## src/alu_pkg.sv

```systemverilog
package alu_pkg;

    localparam int NUM_LANES = 4;
    localparam int CMD_DEPTH = 4;
    localparam int RES_DEPTH = 8;

    localparam int LANE_W    = $clog2(NUM_LANES);
    localparam int CMD_PTR_W = $clog2(CMD_DEPTH);
    localparam int CMD_CNT_W = $clog2(CMD_DEPTH + 1);
    localparam int RES_PTR_W = $clog2(RES_DEPTH);
    localparam int RES_CNT_W = $clog2(RES_DEPTH + 1);

    localparam int ADDR_W = 5;

    localparam logic [ADDR_W-1:0] ADDR_RS1    = 5'h00;
    localparam logic [ADDR_W-1:0] ADDR_RS2    = 5'h04;
    localparam logic [ADDR_W-1:0] ADDR_IMM    = 5'h08;
    localparam logic [ADDR_W-1:0] ADDR_PC     = 5'h0C;
    localparam logic [ADDR_W-1:0] ADDR_CTRL   = 5'h10;
    localparam logic [ADDR_W-1:0] ADDR_RESULT = 5'h14;
    localparam logic [ADDR_W-1:0] ADDR_STATUS = 5'h18;

    localparam logic [1:0] RESP_OKAY   = 2'b00;
    localparam logic [1:0] RESP_SLVERR = 2'b10;

    typedef enum logic [2:0] {
        ADD_SUB = 3'b000,
        XOR     = 3'b001,
        OR      = 3'b010,
        AND     = 3'b011,
        SLL     = 3'b100,
        SRL_SRA = 3'b101,
        SLT     = 3'b110,
        SLTU    = 3'b111
    } alu_op_e;

    typedef enum logic [1:0] {SRC1_REG = 2'b00, SRC1_PC = 2'b01, SRC1_ZERO = 2'b10} alu_src1_e;

    typedef enum logic [1:0] {SRC2_REG = 2'b00, SRC2_IMM = 2'b01, SRC2_FOUR = 2'b10} alu_src2_e;

endpackage

```

## src/alu_axil_regs.sv

```systemverilog
`timescale 1ns/1ps

module alu_axil_regs
    import alu_pkg::*;
(
    input  logic                 clk,
    input  logic                 reset,
    input  logic                 awvalid,
    output logic                 awready,
    input  logic [ADDR_W-1:0]    awaddr,
    input  logic                 wvalid,
    output logic                 wready,
    input  logic [31:0]          wdata,
    input  logic [3:0]           wstrb,
    output logic                 bvalid,
    input  logic                 bready,
    output logic [1:0]           bresp,
    input  logic                 arvalid,
    output logic                 arready,
    input  logic [ADDR_W-1:0]    araddr,
    output logic                 rvalid,
    input  logic                 rready,
    output logic [31:0]          rdata,
    output logic [1:0]           rresp,
    output logic                 cmd_valid,
    input  logic                 cmd_ready,
    output alu_op_e              cmd_op,
    output logic                 cmd_sub_sra,
    output alu_src1_e            cmd_src1,
    output alu_src2_e            cmd_src2,
    output logic [31:0]          cmd_pc,
    output logic [31:0]          cmd_rs1_value,
    output logic [31:0]          cmd_rs2_value,
    output logic [31:0]          cmd_imm,
    input  logic                 res_valid,
    input  logic [31:0]          res_data,
    input  logic [RES_CNT_W-1:0] res_count,
    output logic                 res_pop
);
    logic        wr_fire;
    logic        wr_en;
    logic        rd_fire;
    logic [31:0] status;

    assign wr_fire = awvalid && wvalid && !bvalid;
    assign awready = wr_fire;
    assign wready  = wr_fire;

    // Any strobe counts as a full-word write; an all-zero strobe writes nothing.
    assign wr_en     = wr_fire && (wstrb != 4'b0000);
    assign cmd_valid = wr_en && (awaddr == ADDR_CTRL);

    assign cmd_op      = alu_op_e'(wdata[2:0]);
    assign cmd_sub_sra = wdata[3];
    assign cmd_src1    = alu_src1_e'(wdata[5:4]);
    assign cmd_src2    = alu_src2_e'(wdata[7:6]);

    always_ff @(posedge clk) begin
        if (reset) begin
            bvalid        <= 1'b0;
            cmd_rs1_value <= '0;
            cmd_rs2_value <= '0;
            cmd_imm       <= '0;
            cmd_pc        <= '0;
        end else if (wr_fire) begin
            bvalid <= 1'b1;
            bresp  <= (cmd_valid && !cmd_ready) ? RESP_SLVERR : RESP_OKAY;
            if (wr_en) begin
                case (awaddr)
                    ADDR_RS1: cmd_rs1_value <= wdata;
                    ADDR_RS2: cmd_rs2_value <= wdata;
                    ADDR_IMM: cmd_imm       <= wdata;
                    ADDR_PC:  cmd_pc        <= wdata;
                    default: ;
                endcase
            end
        end else if (bready) begin
            bvalid <= 1'b0;
        end
    end

    assign arready = !rvalid;
    assign rd_fire = arvalid && arready;
    assign res_pop = rd_fire && (araddr == ADDR_RESULT) && res_valid;

    always_comb begin
        status                 = '0;
        status[0]              = res_valid;
        status[1]              = !cmd_ready;
        status[8 +: RES_CNT_W] = res_count;
    end

    always_ff @(posedge clk) begin
        if (reset)
            rvalid <= 1'b0;
        else if (rd_fire)
            rvalid <= 1'b1;
        else if (rready)
            rvalid <= 1'b0;
    end

    // An empty result queue reads back as zero with an error response.
    always_ff @(posedge clk) begin
        if (rd_fire) begin
            rresp <= RESP_OKAY;
            case (araddr)
                ADDR_RESULT: begin
                    rdata <= res_valid ? res_data : 32'd0;
                    rresp <= res_valid ? RESP_OKAY : RESP_SLVERR;
                end
                ADDR_STATUS: rdata <= status;
                default:     rdata <= '0;
            endcase
        end
    end

endmodule

```

## src/alu_cluster_top.sv

```systemverilog
`timescale 1ns/1ps

module alu_cluster_top
    import alu_pkg::*;
(
    input  logic              clk,
    input  logic              reset,
    input  logic              awvalid,
    output logic              awready,
    input  logic [ADDR_W-1:0] awaddr,
    input  logic              wvalid,
    output logic              wready,
    input  logic [31:0]       wdata,
    input  logic [3:0]        wstrb,
    output logic              bvalid,
    input  logic              bready,
    output logic [1:0]        bresp,
    input  logic              arvalid,
    output logic              arready,
    input  logic [ADDR_W-1:0] araddr,
    output logic              rvalid,
    input  logic              rready,
    output logic [31:0]       rdata,
    output logic [1:0]        rresp
);
    logic                       cmd_valid;
    logic                       cmd_ready;
    alu_op_e                    cmd_op;
    logic                       cmd_sub_sra;
    alu_src1_e                  cmd_src1;
    alu_src2_e                  cmd_src2;
    logic [31:0]                cmd_pc;
    logic [31:0]                cmd_rs1_value;
    logic [31:0]                cmd_rs2_value;
    logic [31:0]                cmd_imm;
    logic [NUM_LANES-1:0]       lane_in_valid;
    logic [NUM_LANES-1:0]       lane_in_ready;
    alu_op_e                    lane_op;
    logic                       lane_sub_sra;
    alu_src1_e                  lane_src1;
    alu_src2_e                  lane_src2;
    logic [31:0]                lane_pc;
    logic [31:0]                lane_rs1_value;
    logic [31:0]                lane_rs2_value;
    logic [31:0]                lane_imm;
    logic [NUM_LANES-1:0]       lane_out_valid;
    logic [NUM_LANES-1:0]       lane_out_ready;
    logic [NUM_LANES-1:0][31:0] lane_out_data;
    logic                       res_valid;
    logic [31:0]                res_data;
    logic                       res_pop;
    logic [RES_CNT_W-1:0]       res_count;

    alu_axil_regs i_regs (.*);

    alu_dispatcher i_dispatcher (.*);

    // All lanes share the head command; only the selected lane sees in_valid.
    for (genvar i = 0; i < NUM_LANES; i++) begin : g_lane
        alu_lane i_lane (
            .clk       (clk),
            .reset     (reset),
            .in_valid  (lane_in_valid[i]),
            .in_ready  (lane_in_ready[i]),
            .op        (lane_op),
            .sub_sra   (lane_sub_sra),
            .src1      (lane_src1),
            .src2      (lane_src2),
            .pc        (lane_pc),
            .rs1_value (lane_rs1_value),
            .rs2_value (lane_rs2_value),
            .imm       (lane_imm),
            .out_valid (lane_out_valid[i]),
            .out_ready (lane_out_ready[i]),
            .out_data  (lane_out_data[i])
        );
    end

    alu_collector i_collector (.*);

endmodule

```

## src/alu_collector.sv

```systemverilog
`timescale 1ns/1ps

module alu_collector
    import alu_pkg::*;
(
    input  logic                       clk,
    input  logic                       reset,
    input  logic [NUM_LANES-1:0]       lane_out_valid,
    output logic [NUM_LANES-1:0]       lane_out_ready,
    input  logic [NUM_LANES-1:0][31:0] lane_out_data,
    output logic                       res_valid,
    output logic [31:0]                res_data,
    input  logic                       res_pop,
    output logic [RES_CNT_W-1:0]       res_count
);
    logic [31:0]          mem [RES_DEPTH];
    logic [RES_PTR_W-1:0] wr_ptr;
    logic [RES_PTR_W-1:0] rd_ptr;
    logic [RES_CNT_W-1:0] count;
    logic [LANE_W-1:0]    rr_ptr;
    logic                 room;
    logic                 take;
    logic                 pop;

    assign pop  = res_pop && res_valid;
    assign room = (count != RES_DEPTH) || pop;
    assign take = lane_out_valid[rr_ptr] && room;

    // Draining in dispatch order keeps results in issue order.
    always_comb begin
        lane_out_ready         = '0;
        lane_out_ready[rr_ptr] = room;
    end

    assign res_valid = (count != 0);
    assign res_data  = mem[rd_ptr];
    assign res_count = count;

    always_ff @(posedge clk) begin
        if (reset) begin
            wr_ptr <= '0;
            rd_ptr <= '0;
            count  <= '0;
            rr_ptr <= '0;
        end else begin
            if (take) begin
                wr_ptr <= wr_ptr + 1'b1;
                rr_ptr <= (rr_ptr == NUM_LANES - 1) ? '0 : rr_ptr + 1'b1;
            end
            if (pop)
                rd_ptr <= rd_ptr + 1'b1;
            count <= count + take - pop;
        end
    end

    always_ff @(posedge clk) begin
        if (take)
            mem[wr_ptr] <= lane_out_data[rr_ptr];
    end

endmodule

```

## src/alu_dispatcher.sv

```systemverilog
`timescale 1ns/1ps

module alu_dispatcher
    import alu_pkg::*;
(
    input  logic                 clk,
    input  logic                 reset,
    input  logic                 cmd_valid,
    output logic                 cmd_ready,
    input  alu_op_e              cmd_op,
    input  logic                 cmd_sub_sra,
    input  alu_src1_e            cmd_src1,
    input  alu_src2_e            cmd_src2,
    input  logic [31:0]          cmd_pc,
    input  logic [31:0]          cmd_rs1_value,
    input  logic [31:0]          cmd_rs2_value,
    input  logic [31:0]          cmd_imm,
    output logic [NUM_LANES-1:0] lane_in_valid,
    input  logic [NUM_LANES-1:0] lane_in_ready,
    output alu_op_e              lane_op,
    output logic                 lane_sub_sra,
    output alu_src1_e            lane_src1,
    output alu_src2_e            lane_src2,
    output logic [31:0]          lane_pc,
    output logic [31:0]          lane_rs1_value,
    output logic [31:0]          lane_rs2_value,
    output logic [31:0]          lane_imm
);
    alu_op_e   q_op      [CMD_DEPTH];
    logic      q_sub_sra [CMD_DEPTH];
    alu_src1_e q_src1    [CMD_DEPTH];
    alu_src2_e q_src2    [CMD_DEPTH];
    logic [31:0] q_pc    [CMD_DEPTH];
    logic [31:0] q_rs1   [CMD_DEPTH];
    logic [31:0] q_rs2   [CMD_DEPTH];
    logic [31:0] q_imm   [CMD_DEPTH];

    logic [CMD_PTR_W-1:0] wr_ptr;
    logic [CMD_PTR_W-1:0] rd_ptr;
    logic [CMD_CNT_W-1:0] count;
    logic [LANE_W-1:0]    rr_ptr;
    logic                 push;
    logic                 issue;

    assign cmd_ready = (count != CMD_DEPTH);
    assign push      = cmd_valid && cmd_ready;
    assign issue     = (count != 0) && lane_in_ready[rr_ptr];

    // Only the lane under the pointer sees the head command as valid.
    always_comb begin
        lane_in_valid         = '0;
        lane_in_valid[rr_ptr] = (count != 0);
    end

    assign lane_op        = q_op[rd_ptr];
    assign lane_sub_sra   = q_sub_sra[rd_ptr];
    assign lane_src1      = q_src1[rd_ptr];
    assign lane_src2      = q_src2[rd_ptr];
    assign lane_pc        = q_pc[rd_ptr];
    assign lane_rs1_value = q_rs1[rd_ptr];
    assign lane_rs2_value = q_rs2[rd_ptr];
    assign lane_imm       = q_imm[rd_ptr];

    always_ff @(posedge clk) begin
        if (reset) begin
            wr_ptr <= '0;
            rd_ptr <= '0;
            count  <= '0;
            rr_ptr <= '0;
        end else begin
            if (push)
                wr_ptr <= wr_ptr + 1'b1;
            if (issue) begin
                rd_ptr <= rd_ptr + 1'b1;
                rr_ptr <= (rr_ptr == NUM_LANES - 1) ? '0 : rr_ptr + 1'b1;
            end
            count <= count + push - issue;
        end
    end

    always_ff @(posedge clk) begin
        if (push) begin
            q_op[wr_ptr]      <= cmd_op;
            q_sub_sra[wr_ptr] <= cmd_sub_sra;
            q_src1[wr_ptr]    <= cmd_src1;
            q_src2[wr_ptr]    <= cmd_src2;
            q_pc[wr_ptr]      <= cmd_pc;
            q_rs1[wr_ptr]     <= cmd_rs1_value;
            q_rs2[wr_ptr]     <= cmd_rs2_value;
            q_imm[wr_ptr]     <= cmd_imm;
        end
    end

endmodule

```

## src/alu_lane.sv

```systemverilog
`timescale 1ns/1ps

module alu_lane
    import alu_pkg::*;
(
    input  logic        clk,
    input  logic        reset,
    input  logic        in_valid,
    output logic        in_ready,
    input  alu_op_e     op,
    input  logic        sub_sra,
    input  alu_src1_e   src1,
    input  alu_src2_e   src2,
    input  logic [31:0] pc,
    input  logic [31:0] rs1_value,
    input  logic [31:0] rs2_value,
    input  logic [31:0] imm,
    output logic        out_valid,
    input  logic        out_ready,
    output logic [31:0] out_data
);
    logic        stg_valid;
    alu_op_e     stg_op;
    logic        stg_sub_sra;
    alu_src1_e   stg_src1;
    alu_src2_e   stg_src2;
    logic [31:0] stg_pc;
    logic [31:0] stg_rs1;
    logic [31:0] stg_rs2;
    logic [31:0] stg_imm;
    logic [31:0] alu_result;
    logic        advance;

    // The operand stage moves on when the result stage is free or drains now.
    assign advance  = stg_valid && (!out_valid || out_ready);
    assign in_ready = !stg_valid || advance;

    always_ff @(posedge clk) begin
        if (reset) begin
            stg_valid <= 1'b0;
            out_valid <= 1'b0;
        end else begin
            if (in_ready)
                stg_valid <= in_valid;
            if (advance)
                out_valid <= 1'b1;
            else if (out_ready)
                out_valid <= 1'b0;
        end
    end

    always_ff @(posedge clk) begin
        if (in_valid && in_ready) begin
            stg_op      <= op;
            stg_sub_sra <= sub_sra;
            stg_src1    <= src1;
            stg_src2    <= src2;
            stg_pc      <= pc;
            stg_rs1     <= rs1_value;
            stg_rs2     <= rs2_value;
            stg_imm     <= imm;
        end
        if (advance)
            out_data <= alu_result;
    end

    rv32_alu i_alu (
        .op        (stg_op),
        .sub_sra   (stg_sub_sra),
        .src1      (stg_src1),
        .src2      (stg_src2),
        .pc        (stg_pc),
        .rs1_value (stg_rs1),
        .rs2_value (stg_rs2),
        .imm       (stg_imm),
        .result    (alu_result)
    );

endmodule

```

## src/rv32_alu.sv

```systemverilog
`timescale 1ns/1ps

module rv32_alu
    import alu_pkg::*;
(
    input  alu_op_e     op,
    input  logic        sub_sra,
    input  alu_src1_e   src1,
    input  alu_src2_e   src2,
    input  logic [31:0] pc,
    input  logic [31:0] rs1_value,
    input  logic [31:0] rs2_value,
    input  logic [31:0] imm,
    output logic [31:0] result
);
    logic [31:0] opa;
    logic [31:0] opb;
    logic [4:0]  shamt;
    logic [32:0] diff;
    logic [31:0] add_sub;
    logic [32:0] shr;
    logic        ovf;
    logic        lt;
    logic        ltu;

    always_comb begin
        case (src1)
            SRC1_REG:  opa = rs1_value;
            SRC1_PC:   opa = pc;
            SRC1_ZERO: opa = '0;
            default:   opa = '0;
        endcase

        case (src2)
            SRC2_REG:  opb = rs2_value;
            SRC2_IMM:  opb = imm;
            SRC2_FOUR: opb = 32'd4;
            default:   opb = '0;
        endcase
    end

    assign shamt = opb[4:0];

    // The zero-extended difference carries the unsigned borrow in bit 32.
    assign diff    = {1'b0, opa} - {1'b0, opb};
    assign add_sub = sub_sra ? diff[31:0] : opa + opb;

    // Bit 32 is the fill bit, so one signed shift covers both srl and sra.
    assign shr = $signed({sub_sra & opa[31], opa}) >>> shamt;

    assign ovf = (opa[31] != opb[31]) && (diff[31] != opa[31]);
    assign lt  = diff[31] ^ ovf;
    assign ltu = diff[32];

    always_comb begin
        case (op)
            ADD_SUB: result = add_sub;
            XOR:     result = opa ^ opb;
            OR:      result = opa | opb;
            AND:     result = opa & opb;
            SLL:     result = opa << shamt;
            SRL_SRA: result = shr[31:0];
            SLT:     result = {31'b0, lt};
            SLTU:    result = {31'b0, ltu};
            default: result = '0;
        endcase
    end

endmodule

```

## config.mk

```make
export PLATFORM = sky130hd
export DESIGN_NAME = alu_cluster_top
export DESIGN_NICKNAME = d
export VERILOG_FILES = /design/src/alu_pkg.sv /design/src/alu_axil_regs.sv /design/src/alu_cluster_top.sv /design/src/alu_collector.sv /design/src/alu_dispatcher.sv /design/src/alu_lane.sv /design/src/rv32_alu.sv
export SDC_FILE = /design/constraint.sdc
export NUM_CORES = 2
export LEC_CHECK = 0
export BUFFER_PORTS_ARGS = -buffer_cell sky130_fd_sc_hd__clkbuf_2
export CORE_ASPECT_RATIO = 2
export CORE_MARGIN = 2
export CORE_UTILIZATION = 40
export CTS_BUF_LIST = sky130_fd_sc_hd__clkbuf_16
export DETAILED_ROUTE_END_ITERATION = 8
export SLEW_MARGIN = 0
export SYNTH_ARGS = -nofsm -noshare
export SYNTH_HDL_FRONTEND = slang
export SYNTH_HIERARCHICAL = 1
export SYNTH_SLANG_ARGS = --single-unit
export TNS_END_PERCENT = 1
```

## constraint.sdc

```tcl
create_clock -name clk -period 8.3 [get_ports clk]
set_clock_uncertainty 0.05 [all_clocks]
set_input_delay 1.245 -clock clk [delete_from_list [all_inputs] [get_ports clk]]
set_output_delay 1.245 -clock clk [all_outputs]
set_load 0.02 [all_outputs]
```

### Yosys cells after proc, flatten, opt, wreduce, memory -nomap -nowiden

Memory sizes are Yosys's and may differ from the RTL's. A register that Yosys moved wholly into a read port is not among the register bits.
Cells that the tools add are included.

| storage, ports and cells | value |
|---|---|
| flip-flop bits (word level) | 867 |
| memory bits (writable) | 800 |
| output and inout bits | 41 |
| logic and storage cells | 320 |
| memories | 9 |

Memories:

| memory | depth | bits a word | read ports | clocked after memory_dff | write ports | line | source |
|---|---|---|---|---|---|---|---|
| i_collector.mem | 8 | 32 | 1 | 1 | 1 | alu_collector.sv:16 | `logic [31:0] mem [RES_DEPTH];` |
| i_dispatcher.q_imm | 4 | 32 | 1 | 1 | 1 | alu_dispatcher.sv:36 | `logic [31:0] q_imm [CMD_DEPTH];` |
| i_dispatcher.q_pc | 4 | 32 | 1 | 1 | 1 | alu_dispatcher.sv:33 | `logic [31:0] q_pc [CMD_DEPTH];` |
| i_dispatcher.q_rs1 | 4 | 32 | 1 | 1 | 1 | alu_dispatcher.sv:34 | `logic [31:0] q_rs1 [CMD_DEPTH];` |
| i_dispatcher.q_rs2 | 4 | 32 | 1 | 1 | 1 | alu_dispatcher.sv:35 | `logic [31:0] q_rs2 [CMD_DEPTH];` |
| i_dispatcher.q_op | 4 | 3 | 1 | 1 | 1 | alu_dispatcher.sv:29 | `alu_op_e q_op [CMD_DEPTH];` |
| 3 more memories | - | - | - | - | - | - |  |

| cells by class | value |
|---|---|
| add/subtract/negate cells | 18 |
| $lt $le $gt $ge | 4 |
| eq/ne operators | 58 |
| shifts and indexed selects | 8 |
| mux-type cells | 66 |
| bitwise gates (word level) | 23 |
| reduce and logical (&&, ||, !) cells | 73 |

Operators by type and width:

| cell | count |
|---|---|
| 32-bit case mux with 8 select lines | 4 |
| 32-bit case mux with 3 select lines | 4 |
| 32-bit case mux with 2 select lines | 5 |
| 32-bit two-way mux | 6 |
| 33-bit by 5-bit >>> shifter with 32-bit output | 4 |
| 32-bit by 32-bit subtractor with 33-bit output | 4 |
| 32-bit adder | 4 |
| 32-bit bitwise AND | 4 |
| 32-bit bitwise OR | 4 |
| 32-bit by 5-bit left shift with 32-bit output | 4 |
| 32-bit bitwise XOR | 4 |
| 32-bit binary-select mux with 2-bit select | 1 |
| 3-bit == test, second input constant | 16 |
| 2-bit two-way mux | 20 |
| 1-bit logical AND | 26 |
| 3-bit by 2-bit == test with 1-bit output, second input constant | 8 |
| 1-bit two-way mux | 20 |
| 2-bit by 1-bit == test with 1-bit output, second input constant | 8 |
| 2-bit logical NOT | 8 |
| 5-bit == test, second input constant | 3 |
| 2-bit == test, second input constant | 6 |
| 3-bit by 1-bit == test with 1-bit output, second input constant | 4 |
| 3-bit logical NOT | 4 |
| 3-bit AND reduction | 4 |
| 27 further kinds | 75 |

### Depth between registers and ports, before layout

| logic depth | value |
|---|---|
| word-level depth | 15 |
| mapped depth | 23 |

### By module

The synthesis kept the hierarchy.

Modules (own cells, without submodules):

| module | times used | cells each | area each (µm²) | sequential area each (µm²) |
|---|---|---|---|---|
| rv32_alu (g_lane[1].i_lane.i_alu ...) | 3 | 1497 | 10203.5 | 0.0 |
| alu_lane | 4 | 178 | 5148.7 | 5084.9 |
| alu_dispatcher | 1 | 782 | 20280.7 | 16555.9 |
| alu_collector | 1 | 501 | 11192.0 | 7987.7 |
| rv32_alu (g_lane[0].i_lane.i_alu) | 1 | 1428 | 9801.9 | 0.0 |
| alu_axil_regs | 1 | 565 | 6616.3 | 3623.5 |

### Worst setup path after synthesis

Ideal clock, no wire load.

| path | value |
|---|---|
| path kind | input -> register |
| start | input arvalid |
| end | memory i_collector.mem[1][0], enable pin |
| setup time | 0.513 ns |
| data arrival time | 6.906 ns |
| required time | 7.737 ns |
| path slack | 0.831 ns |
| stages | 6 |
| buffers on the path | 1 |
| cells stage by stage | nor2b_1 > and2_1 > nand2b_1 > a21bo_4 > buf_6 > nor4b_1 |

| between the ends | value |
|---|---|
| word-level cells in the longest chain between the ends | 8 |

RTL lines:

| what | line | source |
|---|---|---|
| start: declaration | alu_cluster_top.sv:18 | `input logic arvalid,` |
| 1-bit logical AND | alu_axil_regs.sv:83 | `assign rd_fire = arvalid && arready;` |
| 1-bit logical AND (2 in series) | alu_axil_regs.sv:84 | `assign res_pop = rd_fire && (araddr == ADDR_RESULT) && res_valid;` |
| via res_pop | alu_cluster_top.sv:51 | `logic res_pop;` |
| 1-bit logical AND | alu_collector.sv:25 | `assign pop = res_pop && res_valid;` |
| 1-bit logical OR | alu_collector.sv:26 | `assign room = (count != RES_DEPTH) \|\| pop;` |
| 1-bit logical AND | alu_collector.sv:27 | `assign take = lane_out_valid[rr_ptr] && room;` |
| 1-bit two-way mux | alu_collector.sv:57 | `if (take)` |
| 1-bit two-way mux (implied by the code) | alu_collector.sv:58 | `mem[wr_ptr] <= lane_out_data[rr_ptr];` |
| end: declaration | alu_collector.sv:16 |  |

The timed path passes the listed nets, and every way through them passes these cells.

### Final worst setup path

| path | value |
|---|---|
| start | register g_lane[3].i_lane.stg_src2[0] |
| end | register g_lane[3].i_lane.out_data[31] (data pin) |

| between the ends | value |
|---|---|
| word-level cells in the longest chain between the ends | 5 |
| elaborated cells between the ends (all ways) | 13 |
| those cells by class | add/sub: 2; eq/ne: 2; shift: 2; mux: 3; bitwise: 3; reduce/logical: 1 |

RTL lines:

| what | line | source |
|---|---|---|
| start: declaration | alu_lane.sv:26 | `alu_src2_e stg_src2;` |
| start signal: assignment | alu_lane.sv:57 | `stg_src2 <= src2;` |
| 2-bit == test, or another cell as far along | rv32_alu.sv:34 | `case (src2)` |
| 32-bit case mux with 3 select lines (*) | rv32_alu.sv:34 |  |
| 32-bit adder or 32-bit by 32-bit subtractor with 33-bit output (tied branches) | rv32_alu.sv:46, rv32_alu.sv:45 |  |
| 32-bit two-way mux | rv32_alu.sv:46 | `assign add_sub = sub_sra ? diff[31:0] : opa + opb;` |
| 32-bit case mux with 8 select lines (*) | rv32_alu.sv:56 | `case (op)` |
| via g_lane[3].i_lane.alu_result[31] | alu_lane.sv:31 | `logic [31:0] alu_result;` |
| end signal: assignment | alu_lane.sv:64 | `out_data <= alu_result;` |
| end: declaration | alu_lane.sv:20 | `output logic [31:0] out_data` |

The timed path passes the listed nets; every way through them passes the cells marked *.
A chain may end at the register's enable or synchronous reset.

==> impl_metrics.json <==
{
  "status": "finished, violations left",
  "violations": "capacitance limit, slew limit",
  "p_leak_nw": 39.28,
  "ys.flop_type": "edfxtp_1",
  "period_share": 0.7859,
  "powerDensity_nw_per_um2": 392.8,
  "core_area_um2": 246600,
  "die-area_um2": 252000,
  "wl_met2_um": 233400,
  "ys_seq_elements": 1670,
  "clock.fmax_mhz": 153.3,
  "via_count": 76471,
  "critical_path_peak_fanout": 15,
  "arrival_ns": 7.05,
  "clkSlewWorstSetupHoldPaths_ns": 0.06,
  "yosysWarningCount": 6,
  "grt_setup_unrepaired": "no",
  "synth_cell_types": 117,
  "syn_area_um2": 99100,
  "io_pins": 94,
  "regMostFlops": "i_collector/mem",
  "worstSkewPairLatency_ns": 0.86,
  "cp_slowest_stage_delay_ns": 0.90,
  "timing.final.max_slew_violations": 1,
  "critPathLaunchType": "flop",
  "portBuffers": 91,
  "crit_slowest_cell": "edfxtp_1",
  "final_antenna_net_count": 0,
  "grt_pass1_vias": 73837,
  "period_minus_slack_ns": 6.523,
  "synth_edf_count": 1506,
  "drtIter0Drc": 9071,
  "avgViaCountPerCell": 6.423,
  "cts.sinks": 1670,
  "worstMarginPinSlew_ns": 1.499,
  "highest_layer": "met5",
  "drt_wl_total_um": 467200,
  "nNetsFinal": 8851,
  "critical_path_class": "flop to flop",
  "grt_overflow_total": 0,
  "rows": 258,
  "synth_async_sr_flop_share": 0,
  "place_ws_ns": 2.026,
  "hpwlAfterDp_um": 352500,
  "cts_resized": 0,
  "gp_congestion": 1.071,
  "grt_pass1_wl_um": 628800,
  "relSlewSlack": -0.02807,
  "area_growth_pct": 9.358,
  "worst_path_most_repeated_cell": "o21ai_0",
  "synth_area_per_cell_um2": 11.69,
  "crit_path_end_kind": "flop",
  "synthCells": 8479,
  "largest_reg_flops": 256,
  "drive_above_1_share": 0.1496,
  "worst-endpoint-required_ns": 8.83,
  "holdBufCountCts": 0,
  "grt_start_max_net_pins": 137,
  "route.met3.wl_um": 32080,
  "drt-pass1-iter-count": 8,
  "start_util": 0.4018,
  "postCtsSetupBuffers": 0,
  "drc": 0,
  "tns_ns": 0,
  "finalHoldViolCount": 0,
  "track_usage": 0.3644,
  "route.detailed.wl_per_inst_um": 39.24,
  "peakVddDrop_mv": 0.3516,
  "cts_inserted_buffers": 156,
  "hold_class": "flop to flop",
  "drt-met1-wl_um": 146300,
  "antenna_found_initial": 122,
  "crit_chain": "buf_4 > mux2i_1 > or2_2 > ha_1 > nand3_1 > or3_1 > a211o_1 > a21oi_2 > a21o_1 > o21ai_0 > o21ai_0 > fa_1 > nand2_1 > mux4_2 > nor2_1 > a221o_1 > a221oi_1 > nand3b_1",
  "max_cap_viol_count": 2,
  "max-clock-path-buffers": 4,
  "fp.dieW_um": 356.0,
  "synth_seq_area_share": 0.4895,
  "cts-root-buf": "clkbuf_16",
  "setup_violations": 0,
  "htreeDepth": 4,
  "cts_tree": "done",
  "die_h_um": 707.9,
  "setup_ws_ns": 1.777
}
## final cells by class
cell class	instances	area [um2]
tap	3250	4066
multi-input combinational	5732	46150
clock buffer	156	3904
sequential	1670	48520
inverter	473	1777
timing repair buffer	341	2476
clock inverter	118	1059
antenna	166	415.4
fill	23032	138300
## cells in the mapped netlist (all sizes together), types with 217 or more instances
| cell type | n | area, um2 |
|---|---|---|
| a21oi | 555 | 2879 |
| a211oi | 217 | 1649 |
| mux4 | 315 | 7098 |
| buf | 285 | 1684 |
| edfxtp | 1506 | 45220 |
| ha | 410 | 5130 |
| nor2 | 683 | 2656 |
| mux2i | 863 | 8680 |
| nand2 | 353 | 1355 |
| inv | 467 | 1753 |
| o21ai | 395 | 1981 |
| clkbuf | 320 | 1201 |
## logic make-up after synthesis
logic type | Yosys count | synth area share
DFF | 1670 | 0.4895
muxes | 1256 | 0.1682
buffers and inverters | 1078 | 0.04704
other | 1 | 0.00003784
and+or+nand+nor | 1982 | 0.1005
xor gates and xnor gates | 88 | 0.007778
AOI/OAI and AO/OA | 1980 | 0.1324
adders and majority gates | 424 | 0.05460
## power breakdown
group	internal [mW]	total [mW]	switching, mW
Sequential	11.3	12.1	0.769
Clock	3.93	7.21	3.28
Combinational	6.35	23.3	16.9
Total	21.6	42.6	21.0
## through the flow
stage               std cells  total power [mW]  area, um2  utilization  hold WS (ns)
floorplan                8480             24.02      99100            -        0.3967
global placement        11464             34.59     102900       0.4174        0.4116
detailed placement      11464             34.55     102900       0.4174        0.4331
CTS                     11738             41.76     107900       0.4375        0.4024
global route            11781             43.33     108100       0.4381        0.4180
finish                  11906             42.56     108400       0.4394        0.4007
## layer usage
layer | vias to the layer above | global-route usage
met3 | 1604 | 0.06139
met4 | 34 | 0.3757
met5 | - | 0
met1 | 38203 | 0.3667
met2 | 4522 | 0.6191
li1 | 32108 | -
## layout by cell type, fill, tap and decap left out, drive strengths merged, types with 38 or more instances in the layout
master / count
nor3: 117
or3: 59
mux2: 78
nor4: 89
nand3: 90
inv: 511
buf: 250
or2: 133
clkbuf: 247
a21o: 57
and2: 60
o21ai: 395
nor2b: 46
o21a: 38
dfxtp: 164
nand4: 41
a221oi: 50
a31oi: 68
diode: 166
nor2: 683
nand2: 353
clkinv: 55
a211oi: 217
mux4: 315
edfxtp: 1506
o31ai: 53
o211ai: 128
o22ai: 69
nand2b: 213
ha: 410
a21oi: 555
mux2i: 863
xnor2: 67
## worst max-delay path, delay by kind of cell, from the launching register on
family / cells / cell delay [ns]
fa+ha+maj: 2 / 1.05
compound gates: 7 / 2.30
simple gates: 6 / 1.28
mux: 2 / 0.34
buf+inv: 1 / 0.32
flops: 1 / 0.90
## worst paths after layout
check	to	depth (start not counted)	slack [ns]	startpoint
max	g_lane[3].i_lane/out_data[31]	18	1.78	g_lane[3].i_lane/stg_src2[0]
min	i_dispatcher/q_pc[1][27]	0	0.40	i_regs/cmd_pc[27]
max reg2reg	g_lane[3].i_lane/out_data[31]	18	1.78	g_lane[3].i_lane/stg_src2[0]
min reg2reg	i_dispatcher/q_pc[1][27]	0	0.40	i_regs/cmd_pc[27]
(Power assumes the default switching activity.)
